[src/verilog/bf_pkg.sv]
package bf_pkg;

    // Array and sample sizes
    localparam int NUM_CHANNELS = 8;
    localparam int CH_WIDTH     = 3;
    localparam int DATA_WIDTH   = 16;
    localparam int SUM_WIDTH    = DATA_WIDTH + $clog2(NUM_CHANNELS);

    // Capture depth, one sample set per clock
    localparam int MAX_DELAY   = 64;
    localparam int DELAY_WIDTH = 6;

    // Focal geometry in path units
    localparam int POS_WIDTH   = 16;
    localparam int PATH_WIDTH  = POS_WIDTH + 1;
    localparam int DELAY_SHIFT = 2;
    localparam int ELEM_PITCH  = 16;

    // Register map
    localparam int CFG_ADDR_WIDTH = 4;
    localparam int MASK_ADDR      = 8;

    // Sequencer states
    localparam int STATE_WIDTH = 2;
    localparam logic [STATE_WIDTH-1:0] ST_IDLE    = 2'd0;
    localparam logic [STATE_WIDTH-1:0] ST_CAPTURE = 2'd1;
    localparam logic [STATE_WIDTH-1:0] ST_SUM     = 2'd2;
    localparam logic [STATE_WIDTH-1:0] ST_FINISH  = 2'd3;

    // Counter value on the last finish cycle, lets the read pipe and adder drain
    localparam int FINISH_LAST = 1;

    typedef struct packed {
        logic [POS_WIDTH-1:0] x_f;
        logic [POS_WIDTH-1:0] z_f;
    } focus_t;

    typedef struct packed {
        logic                      we;
        logic [CFG_ADDR_WIDTH-1:0] addr;
        logic [POS_WIDTH-1:0]      wdata;
    } cfg_wr_t;

endpackage

[src/verilog/bf_serial_adder.sv]
`timescale 1ns/1ns

module bf_serial_adder
    import bf_pkg::*;
(
    input  logic                        clk,
    input  logic                        reset,
    input  logic                        sum_first,
    input  logic                        sum_en,
    input  logic signed [DATA_WIDTH-1:0] sample,
    input  logic                        valid_in,
    output logic signed [SUM_WIDTH-1:0] sum_out
);

    logic signed [SUM_WIDTH-1:0] sample_ext;
    logic signed [SUM_WIDTH-1:0] acc;
    logic signed [SUM_WIDTH-1:0] result_q;

    assign sample_ext = SUM_WIDTH'(sample);

    always_ff @(posedge clk) begin
        if (sum_first) begin
            // Masked first channel starts from zero
            acc <= sum_en ? sample_ext : '0;
        end else if (sum_en) begin
            acc <= acc + sample_ext;
        end
    end

    // Keep the last result once the pulse is over
    always_ff @(posedge clk) begin
        if (reset) begin
            result_q <= '0;
        end else if (valid_in) begin
            result_q <= acc;
        end
    end

    // New result shows up together with the valid pulse
    assign sum_out = valid_in ? acc : result_q;

endmodule

[config.mk]
export PLATFORM = sky130hd
export DESIGN_NAME = bf_serial_adder
export DESIGN_NICKNAME = d
export VERILOG_FILES = /design/src/verilog/bf_pkg.sv /design/src/verilog/bf_serial_adder.sv
export SDC_FILE = /design/constraint.sdc
export NUM_CORES = 1
export LEC_CHECK = 0
export BUFFER_PORTS_ARGS = -buffer_cell sky130_fd_sc_hd__buf_2
export CAP_MARGIN = 30
export CORE_MARGIN = 2
export CORE_UTILIZATION = 50
export CTS_BUF_LIST = sky130_fd_sc_hd__clkbuf_2 sky130_fd_sc_hd__clkbuf_4 sky130_fd_sc_hd__clkbuf_8
export DETAILED_ROUTE_END_ITERATION = 12
export PLACE_DENSITY = 0.77
export RECOVER_POWER = 100
export SLEW_MARGIN = 10
export SYNTH_ARGS = -nofsm -noshare
export SYNTH_HDL_FRONTEND = slang
export SYNTH_SLANG_ARGS = --single-unit
[constraint.sdc]
create_clock -name clk -period 3.4 [get_ports clk]
set_input_delay 0.17 -clock clk [delete_from_list [all_inputs] [get_ports clk]]
set_output_delay 0.17 -clock clk [all_outputs]
set_load 0.1 [all_outputs]
Word-level counts from Yosys, hierarchy flattened

Cells that the tools add are included.
W data, S select, Z words.

Register bits after elaboration: 38
Output and inout bits: 19
Logic and storage cells: 8

Add/sub/neg operators: 1
Muxes and demuxes: 4
Reductions and logical operators: 1

Operator list:

| kind               | number |
|---|---|
| $mux W19           | 4 |
| $add A19 B16 Y19   | 1 |
| $reduce_bool A2 Y1 | 1 |

Longest topological paths before layout

Gate-level depths: netlist (run 1).

Word-level depth: 3
Mapped depth: 10
Gate-level depth less buffers: 10

Worst setup path after synthesis (run 1)

Ideal clock, no wire load.

Kind: flip-flop to flip-flop
Start: register acc[0]
End: register acc[18], data pin
Library setup time: 0.266 ns
Arrival: 2.067 ns
Data required time: 3.134 ns
Path slack: 1.068 ns
Stages on the path, launching flop included: 11
Buffers on the path: 0
Period minus slack after synthesis: 2.332 ns
Cells stage by stage: edfxtp_1 -> ha_1 -> inv_1 -> fa_1 -> nor2b_1 -> o211ai_1 -> a211oi_2 -> o21ai_1 -> and3_4 -> o21ai_1 -> or3b_1

Longest elaborated chain between the ends: 3

RTL lines:

| item                   | RTL line              | text |
|---|---|---|
| start, declared        | bf_serial_adder.sv:16 | `logic signed [SUM_WIDTH-1:0] acc;` |
| start signal, assigned | bf_serial_adder.sv:24 | `acc <= sum_en ? sample_ext : '0;` |
| start signal, assigned | bf_serial_adder.sv:26 | `acc <= acc + sample_ext;` |
| $add A19 B16 Y19       | bf_serial_adder.sv:26 |  |
| $mux W19               | bf_serial_adder.sv:25 | `end else if (sum_en) begin` |
| $mux W19               | bf_serial_adder.sv:22 | `if (sum_first) begin` |

Every way passes these cells. The select of a mux whose other input is x is not followed.
A chain may end at the register's enable or synchronous reset.

Worst setup path in the final report (run 1)

Ends and elaborated chain as after synthesis.

==> summary.txt, run 1 <==
Power and ir drop
  • Seq pwr share: 30.9%
  • Peak VDD IR: 0.343 mV
  • Logic pwr share: 53.3%
  • Sw Share: 46.3%
  • Lkg Pwr: 1.17 nW
  • Clk pwr share: 15.8%
  • Cell Pwr Density: 736 nW/µm²
  • Switching Power: 0.000953 W
  • Internal: 0.00110 W

Logic synthesis
  • Cell Area, Synth: 2500 µm²
  • Register area share after synthesis: 38.1%
  • Largest cells by area after synthesis: edfxtp_1, dfxtp_1, ha_1, mux2_2, nor2b_1
  • Netlist cell types: 49
  • Post-synth EDFFs: 19
  • Commonest cells post-synth: nor2b_1, o21ai_0, dfxtp_1, edfxtp_1, mux2_2
  • Top cell type's share of synthesized area: 22.9%
  • Predominant post-synthesis flop cell: edfxtp_1
  • Dominant cell type by area after synthesis: edfxtp_1
  • Synth Area per Inst: 9.67 µm²
  • Ys async rst share: 0%
  • #FFs+latches synth: 38
  • Top-count cell post-synth: nor2b_1
  • Syn Nets: 298
  • Post-Syn Instances: 258
  • Yosys warnings: 0

Floorplanning
  • Die Span X: 74.7 µm
  • IO Pins: 40
  • Die H: 74.7 µm
  • CORE AREA: 4750 µm²
  • Die area: 5570 µm²
  • Initial core utilization: 52.5%
  • Placement row count: 25

Setup path
  • Worst-path cell chain: ha_1, inv_1, fa_1, nor2b_1, o211ai_1, a211oi_1, o21ai_0, a21oi_1, nor4_1, or3b_1
  • Critical path's slowest cell: fa_1
  • Critical path class: register to register
  • Maximum fanout along the worst path: 2
  • WP data arrival: 2.77 ns
  • Worst EP required: 3.44 ns
  • CP Launch Type: register
  • Worst setup EP type: register
  • Worst path max stage delay: 0.40 ns

GRT
  • Number of global-route vias before repair: 1,913
  • Global route overflow: 0
  • Initial antenna violation count: 0
  • Largest net degree at the start of global routing: 26
  • First-pass GRT wire length: 8910 µm
  • Total global-route track usage: 21.4%

Detailed routing
  • Drt wl/cell: 14.9 µm
  • Antenna-violating nets left: 0
  • Drc violations: 0
  • Vias post-DR: 2,034
  • Via/cell ratio: 5.60
  • Initial DRT Pass Iterations: 4
  • Initial DRC Count: 91
  • WL final: 5410 µm

Clocking
  • CTS root buffer: clkbuf_8
  • Post-CTS setup buffer count: 0
  • Clock Latency Late Sink: 0.29 ns
  • CTS clock-pin slew for the worst setup and hold paths: 0.07 ns
  • Clock Path Buffers: 2
  • Hold-fix buffer count after cts: 0
  • Total CTS buffers: 5
  • # resized after CTS: 0
  • CTS tree: built
  • H-tree depth: 2
  • Clock sinks: 38

Finish
  • Area growth from synthesis to final layout: 12.0%
  • Fin cells: 363
  • Antenna cell count: 0
  • Layout cells sized above 1: 16.9%
  • Nets: 335
  • Final core occ: 58.8%
  • FILL cells: 468
  • Finished Cell Area: 2800 µm²

STA
  • Measured slew at the worst slew-check pin: 1.50 ns
  • Max-slew violations: 20
  • Setup TNS: 0 ns
  • Setup Viol. Count Final: 0
  • Clock period minus worst slack: 2.73 ns
  • Setup WS post-layout: 0.668 ns
  • RSZ-0062 raised after global routing: false
  • Final Cycle Share: 80.3%
  • Worst relative slew slack: -0.253%
  • Clock Skew: 0.00489 ns
  • Final hold vios: 0
  • Max Clk Rate: 366 MHz

Placed design
  • DP HPWL: 3960 µm
  • Placed cell area: 2730 µm²
  • Placed cells: 355
  • Pre-CTS setup slack: 0.854 ns
  • Buffers on Ports: 39
  • Final GP Congestion: 0.896

Worst hold path
  • HP Class: input port to register

Status
  • Status: finished, violations left
  • Failing checks: max-capacitance violations, max-slew violations

Flow run
  • Max Cap Violations: 1
final timing paths:
path / cells past startpoint / slack, ns / end / start
worst min register to register: 2 / 0.58 / result_q[3] / result_q[3]
worst min-delay path: 3 / 0.17 / acc[3] / sample[3]
worst max-delay path: 10 / 0.67 / acc[18] / acc[0]
worst max register to register: 10 / 0.67 / acc[18] / acc[0]
kinds of logic (layout without fill, tap and decap cells):
family	after synthesis	after routing	share of synthesized area, %
flip-flops	38	38	38.1
multiplexers	19	19	8.57
AND/OR/NAND/NOR	81	81	18.4
AO/OA/AOI/OAI	70	70	17.6
adder cells (fa/ha/maj)	19	19	9.82
XOR/XNOR	12	12	4.21
buffers and inverters	19	57	3.21
cell usage in the layout (no fill, tap or decap), types with 2 or more instances in the layout:
cell       instances
o21a_1             2
buf_2             18
and3_1             2
a32o_1             2
ha_1              18
nand2_1           18
nor2_1             3
o211ai_1           3
or3_1              3
nor2b_1           21
edfxtp_1          19
inv_1             10
and2_1             2
nand3_1            8
a211oi_1           2
a21o_1             7
mux2_1             2
dfxtp_1           19
nor3_1             6
nand4_1            2
a21oi_1           16
mux2_2            17
o21ai_0           23
nand2b_1           3
o21ai_1            3
o2111ai_1          2
xnor2_1            5
or3b_1             2
o221ai_1           2
clkbuf_8           6
xor2_1             7
clkbuf_1          21
o31ai_1            2
critical path, delay by kind of cell (launching register included):
kind | cells | cell delay [ns]
AOI/OAI and AO/OA | 4 | 0.87
adders and majority gates | 2 | 0.58
DFF | 1 | 0.36
and+or+nand+nor | 3 | 0.61
buffers and inverters | 1 | 0.07
per-layer routing:
metal  vias to the layer above  GRT usage, %  share of wire (%)
li1                       1021             -                  -
met1                       945          28.6                 47
met2                        62          34.0                 46
met3                         6          5.35                5.9
met4                         0          7.34                1.4
met5                         -             0                  0
area by class of cell:
cell class                 count  area (µm²)  share of cell area (%)
sequential                    38         951                    34.0
inverter                      10        37.5                    1.34
multi-input combinational    201        1460                    52.2
timing repair buffer          39         169                    6.04
clock buffer                   7        90.1                    3.22
clock inverter                 1        5.00                   0.179
tap                           67        83.8                    3.00
sequential cells by signal, summed over array words and instances, names as in the netlist:
name and count:
acc 19, result_q 19
power by group through the flow:
| stage | combinational (W) | clock [W] | sequential, W |
|---|---|---|---|
| after global placement | 0.00109 | 0 | 0.000640 |
| after CTS | 0.00111 | 0.000335 | 0.000636 |
| after floorplan | 0.000946 | 0 | 0.000628 |
| after global routing | 0.00119 | 0.000355 | 0.000648 |
| final | 0.00110 | 0.000325 | 0.000637 |
| after detailed placement | 0.00110 | 0 | 0.000647 |
through the flow:
stage / total power, W / hold WS [ns]
after CTS: 0.00208 / 0.171
after global routing: 0.00219 / 0.173
after floorplan: 0.00157 / 0.242
after detailed placement: 0.00175 / 0.477
after global placement: 0.00173 / 0.473
final: 0.00206 / 0.174
Note: power is estimated with default switching activity, not from simulation.
==> run 2, diff against run 1 <==
- PLACE_DENSITY: 0.77 -> 0.8
- clock period: 3.4 -> 2.3 ns (I/O delays scaled with it)
==> run 2 against run 1 <==
Highest routed layer unchanged. Fmax increased by 10%. Power increased by 59%. Cell area increased by 9.7%. Global-route usage decreased by 0.15 points. Clock power increased by 50%. The flow finishes with violations (max-capacitance violations, negative setup slack). Clock skew increased by 0.0018 ns. Worst hold slack got worse by 0.052 ns. Core utilization increased by 5.7 points. Critical path depth unchanged.
==> summary.txt, run 2 (synthesized netlist as in run 1, its figures left out) <==
Detailed routing
  • Via/cell ratio: 5.60 (about the same)
  • Met3 WL post-DR: 294 µm (-8.4%)
  • Vias post-DR: 2,140 (+5.2%)
  • Drt wl/cell: 15.1 µm (+1.5%)
  • WL final: 5780 µm (+6.8%)
  • Initial DRT Pass Iterations: 4 (unchanged)
  • M1 WL: 2720 µm (+7.9%)
  • Initial DRC Count: 185 (+100%)
  • Antenna-violating nets left: 0 (unchanged)
  • Drc violations: 0 (unchanged)
  • Top Layer Used: met4
  • Met2 WL post-DR: 2700 µm (+8.1%)

Finish
  • Area growth from synthesis to final layout: 22.9%
  • Most frequent cells in the layout: buf_2, nor2b_1, edfxtp_1, dfxtp_1
  • Nets: 354 (+5.7%)
  • Antenna cell count: 0 (unchanged)
  • Most common cell after layout, fill and taps aside: buf_2
  • Top Registers: acc x19, result_q x19
  • FILL cells: 412 (-12%)
  • Layout cells sized above 1: 30.2% (+13 points)

GRT
  • First-pass GRT wire length: 9070 µm (+1.8%)
  • Initial antenna violation count: 0 (unchanged)
  • Largest net degree at the start of global routing: 26 (unchanged)
  • Global route overflow: 0 (unchanged)
  • Number of global-route vias before repair: 1,943 (+1.6%)
  • Total global-route track usage: 21.3% (-0.15 points)

Clocking
  • H-tree depth: 2 (unchanged)
  • Clock Path Buffers: 2 (unchanged)
  • Total CTS buffers: 5 (unchanged)
  • Hold-fix buffer count after cts: 0 (unchanged)
  • CTS tree: built
  • CTS clock-pin slew for the worst setup and hold paths: 0.07 ns (about the same)
  • CTS root buffer: clkbuf_8
  • Clock sinks: 38 (unchanged)
  • Clock Latency Late Sink: 0.29 ns (about the same)

Power and ir drop
  • Lkg Pwr: 1.29 nW (+9.8%)
  • Peak VDD IR: 0.524 mV (+53%)
  • Tot Pwr: 0.00328 W (+59%)
  • Cell Pwr Density: 1070 nW/µm² (+45%)

STA
  • Setup Viol. Count Final: 4 (+4)
  • Setup TNS: -0.332 ns (-0.332 ns)
  • Measured slew at the worst slew-check pin: 1.49 ns (-0.0100 ns)
  • Final hold vios: 0 (unchanged)
  • Clock Skew: 0.00664 ns (+0.00176 ns)
  • Max-slew violations: 0 (-100%)
  • RSZ-0062 raised after global routing: true
  • Worst relative slew slack: 0.416% (+0.67 points)
  • Final Cycle Share: 108% (+27 points)
  • Clock period minus worst slack: 2.48 ns (-0.252 ns)
  • Max Clk Rate: 403 MHz (+10%)
  • Setup WS post-layout: -0.180 ns (-0.848 ns)
  • WHS: 0.121 ns (-0.0523 ns)

Placed design
  • Final GP Congestion: 0.878 (-2.0%)
  • DP HPWL: 4000 µm (+1.1%)
  • Buffers on Ports: 39 (unchanged)

Setup path
  • Maximum fanout along the worst path: 2 (unchanged)
  • Family with the most delay on the worst path: simple AND/OR/NAND/NOR gates
  • Worst-path cell chain: ha_2, inv_2, fa_2, nor2b_1, o211ai_1, a211oi_2, o21ai_2, and3_4, o21ai_1, or3b_1
  • Worst EP required: 2.34 ns (-1.10 ns)
  • WP data arrival: 2.52 ns (-0.25 ns)
  • Critical path class: register to register
  • Worst path max stage delay: 0.36 ns (-0.04 ns)
  • CP Launch Type: register
  • Buffers & Inverters on Critical Path: 1 (unchanged)
  • Worst setup EP type: register
  • Critical path's slowest cell: edfxtp_1

Floorplanning
  • Initial core utilization: 52.5% (unchanged)
  • Die H: 74.7 µm (unchanged)
  • Die area: 5570 µm² (unchanged)
  • IO Pins: 40 (unchanged)
  • CORE AREA: 4750 µm² (unchanged)
  • Die Span X: 74.7 µm (unchanged)
  • Placement row count: 25 (unchanged)

Status
  • Status: finished, violations left
  • Failing checks: max-capacitance violations, negative setup slack

Worst hold path
  • HP Class: input port to register

Flow run
  • Max Cap Violations: 1 (unchanged)
[run 2: metrics by stage]
stage          area [µm²]  instances  util [%]  setup slack [ns]
2_1_floorplan        2500        258         -          -0.00473
3_3_place_gp         2850        370      59.9            -0.109
3_5_place_dp         2850        370      59.9            -0.180
4_1_cts              2980        380      62.6            -0.150
5_1_grt              3070        382      64.5            -0.325
6_report             3070        382      64.5            -0.180
[run 2: worst paths after layout]
check,from,to,slack [ns],cells after the start
worst max register to register,acc[0],acc[18],-0.18,10
worst min-delay path,sample[14],acc[14],0.12,3
worst min register to register,result_q[4],result_q[4],0.59,2
worst max-delay path,acc[0],acc[18],-0.18,10
[run 2: what timing repair did]
item,in CTS,in global routing
pin swaps,2,13
resized for setup,6,20
setup endpoints to repair,7,13
buffers inserted,2,2
[run 2: tightest hold or removal path, stage by stage]
cell	delay, ns
buf_2	0.09
nand2_1	0.04
o21ai_1	0.06
[run 2: report_power, final]
| part | total (W) | switching [W] | internal [W] | leakage (nW) |
|---|---|---|---|---|
| Sequential | 0.000945 | 0.0000664 | 0.000878 | 0.358 |
| Clock | 0.000487 | 0.000234 | 0.000254 | 0.0517 |
| Combinational | 0.00185 | 0.00120 | 0.000646 | 0.880 |
[run 2: cell type report]
| cell class | count | area, µm² | share of cell area, % |
|---|---|---|---|
| Clock buffer | 7 | 90.1 | 2.94 |
| Tap cell | 67 | 83.8 | 2.73 |
| Inverter | 10 | 37.5 | 1.22 |
| Multi-Input combinational cell | 201 | 1580 | 51.6 |
| Clock inverter | 1 | 5.00 | 0.163 |
| Sequential cell | 38 | 951 | 31.0 |
| Timing Repair Buffer | 58 | 318 | 10.4 |
[run 2: routing by layer]
metal / GRT usage [%] / up-vias
li1: - / 1057
met1: 29.9 / 1010
met2: 34.8 / 66
met3: 2.81 / 7
met4: 5.36 / 0
met5: 0 / -
==> run 3, diff against run 2 <==
==> constraint.sdc (replaced) <==
create_clock -name clk -period 2.3 [get_ports clk]
set_input_delay 0.23 -clock clk [delete_from_list [all_inputs] [get_ports clk]]
set_output_delay 0.23 -clock clk [all_outputs]
set_load 0.1 [all_outputs]
==> run 3 against run 2 <==
The flow finishes with violations (negative setup slack). Critical endpoint unchanged. Non-clock buffer count fell by 5. Highest routed layer unchanged. Sequential share of layout area rose by 0.48 points. Combinational power barely moved. Sequential power fell by 0.6%. Core utilization fell by 0.97 points. Critical path depth did not move. First-iteration DRC count fell by 36%. Die area did not move. Flip-flop and latch count did not move.
==> summary.txt, run 3 (synthesized netlist as in run 1, its figures left out) <==
Placed design
  • DP HPWL: 4080 µm (+1.9%)
  • Buffers on Ports: 39 (unchanged)
  • Final GP Congestion: 0.933 (+6.3%)
  • Placed cells: 366 (-1.1%)
  • Pre-CTS setup slack: -0.182 ns (-0.00176 ns)

Setup path
  • Critical path's slowest cell: edfxtp_1
  • Family with the most delay on the worst path: compound AO/OA/AOI/OAI gates
  • Reg2Reg Depth: 10 (unchanged)
  • Critical path depth in cells: 10 (unchanged)
  • Worst-path cell chain: ha_2, inv_2, fa_2, nor2b_2, o211ai_1, a211oi_2, o21ai_2, and3_4, o21ai_2, or3b_1
  • Critical path class: register to register
  • Crit-path most repeated cell: o21ai_2
  • Worst path max stage delay: 0.36 ns (about the same)
  • CP Launch Type: register
  • Buffers & Inverters on Critical Path: 1 (unchanged)
  • Worst setup EP type: register
  • WP data arrival: 2.55 ns (+0.03 ns)
  • Worst EP required: 2.34 ns (about the same)
  • Maximum fanout along the worst path: 2 (unchanged)

Finish
  • Top Registers: acc x19, result_q x19
  • Most frequent cells in the layout: buf_2, nor2b_1, edfxtp_1, dfxtp_1
  • Fin cells: 377 (-1.3%)
  • Most common cell after layout, fill and taps aside: buf_2
  • Layout cells sized above 1: 34.5% (+4.4 points)
  • Nets: 349 (-1.4%)
  • Antenna cell count: 0 (unchanged)
  • Final core occ: 63.5% (-0.97 points)
  • Area growth from synthesis to final layout: 21.0%

STA
  • Worst relative slew slack: 24.3% (+24 points)
  • Max-slew violations: 0 (unchanged)
  • Setup TNS: -0.631 ns (-0.299 ns)
  • Clock Skew: 0.00443 ns (-0.00221 ns)
  • Clock period minus worst slack: 2.52 ns (+0.0374 ns)
  • Measured slew at the worst slew-check pin: 1.14 ns (-0.359 ns)
  • Final hold vios: 0 (unchanged)
  • Setup Viol. Count Final: 5 (+1)
  • Setup WS post-layout: -0.217 ns (-0.0374 ns)
  • RSZ-0062 raised after global routing: true
  • Max Clk Rate: 397 MHz (-1.5%)
  • Final Cycle Share: 109% (+1.6 points)

Floorplanning
  • Placement row count: 25 (unchanged)
  • Die Span X: 74.7 µm (unchanged)
  • Die area: 5570 µm² (unchanged)
  • Die H: 74.7 µm (unchanged)
  • CORE AREA: 4750 µm² (unchanged)
  • Initial core utilization: 52.5% (unchanged)
  • IO Pins: 40 (unchanged)

GRT
  • Number of global-route vias before repair: 1,969 (+1.3%)
  • Global route overflow: 0 (unchanged)
  • Total global-route track usage: 21.4% (+0.19 points)
  • First-pass GRT wire length: 9040 µm (-0.30%)
  • Initial antenna violation count: 0 (unchanged)
  • Largest net degree at the start of global routing: 26 (unchanged)

Power and ir drop
  • Switching Power: 0.00148 W (-1.2%)
  • Seq pwr share: 29.0% (+0.2 points)
  • Logic pwr share: 56.4% (about the same)
  • Lkg Pwr: 1.32 nW (+2.1%)
  • Clk pwr share: 14.7% (-0.2 points)
  • Internal: 0.00176 W (-1.2%)
  • Cell Pwr Density: 1070 nW/µm² (+0.33%)
  • Peak VDD IR: 0.551 mV (+5.2%)
  • Sw Share: 45.8% (about the same)

Clocking
  • H-tree depth: 2 (unchanged)
  • CTS clock-pin slew for the worst setup and hold paths: 0.07 ns (about the same)
  • Hold-fix buffer count after cts: 0 (unchanged)
  • CTS tree: built
  • CTS root buffer: clkbuf_8
  • Total CTS buffers: 5 (unchanged)
  • Clock Latency Late Sink: 0.29 ns (about the same)
  • Clock Path Buffers: 2 (unchanged)
  • Clock sinks: 38 (unchanged)

Flow run
  • Max Cap Violations: 0 (-1)

Detailed routing
  • Antenna-violating nets left: 0 (unchanged)
  • Via/cell ratio: 5.54 (-1.1%)
  • Vias post-DR: 2,089 (-2.4%)
  • Initial DRC Count: 119 (-36%)
  • Initial DRT Pass Iterations: 4 (unchanged)
  • WL final: 5740 µm (-0.61%)
  • Drc violations: 0 (unchanged)
  • Drt wl/cell: 15.2 µm (+0.71%)

Status
  • Status: finished, violations left
  • Failing checks: negative setup slack

Worst hold path
  • Hold depth: 3 (unchanged)
  • HP Class: input port to register
[run 3: cell types whose count changed in the layout (fill, tap and decap cells not counted), sizes merged]
cell | before | now
clkbuf | 24 | 9
buf | 41 | 52
clkinv | 1 | 0
[run 3: power groups by stage]
stage / clock, W / combinational [W] / sequential (W)
6_report: 0.000475 / 0.00183 / 0.000939
5_1_grt: 0.000520 / 0.00197 / 0.000956
4_1_cts: 0.000491 / 0.00174 / 0.000937
3_5_place_dp: 0 / 0.00170 / 0.000954
3_3_place_gp: 0 / 0.00167 / 0.000946
2_1_floorplan: 0 / 0.00140 / 0.000928
[run 3: what timing repair did]
| item | CTS | global route |
|---|---|---|
| cloned | 0 | 0 |
| setup endpoints to repair | 8 | 10 |
| gates resized for setup | 5 | 18 |
| setup buffers | 1 | 2 |
| pin swaps | 6 | 16 |
[run 3: layout make-up]
| type | count | area [µm²] |
|---|---|---|
| Multi-Input combinational cell | 201 | 1560 |
| Tap cell | 67 | 83.8 |
| Clock buffer | 8 | 91.3 |
| Fill cell | 410 | 1730 |
| Timing Repair Buffer | 53 | 299 |
| Inverter | 10 | 37.5 |
| Sequential cell | 38 | 951 |
[run 3: per-layer routing]
layer / global-route usage (%) / vias up / wire length [µm]
met5: 0 / - / 0
met4: 5.36 / 0 / 65
met3: 4.55 / 7 / 284
met2: 35.4 / 52 / 2800
met1: 28.9 / 981 / 2600
li1: - / 1049 / -
[run 3: final timing paths]
| check | from | to | slack [ns] |
|---|---|---|---|
| setup / recovery | acc[0] | acc[18] | -0.22 |
| setup reg to reg | acc[0] | acc[18] | -0.22 |
| hold / removal | sample[0] | acc[0] | 0.25 |
| hold reg to reg | result_q[4] | result_q[4] | 0.59 |
[run 3: tightest hold or removal path, cell delays in order]
cell,delay [ns]
buf_2,0.09
nand2_1,0.04
o21ai_0,0.06
[run 3: stage by stage]
step	instance area, µm²	power, W	hold WS, ns
after detailed placement	2820	0.00266	0.540
after floorplan	2500	0.00233	0.302
after global routing	3020	0.00345	0.252
after global placement	2820	0.00262	0.533
after CTS	2930	0.00316	0.236
final	3020	0.00324	0.245
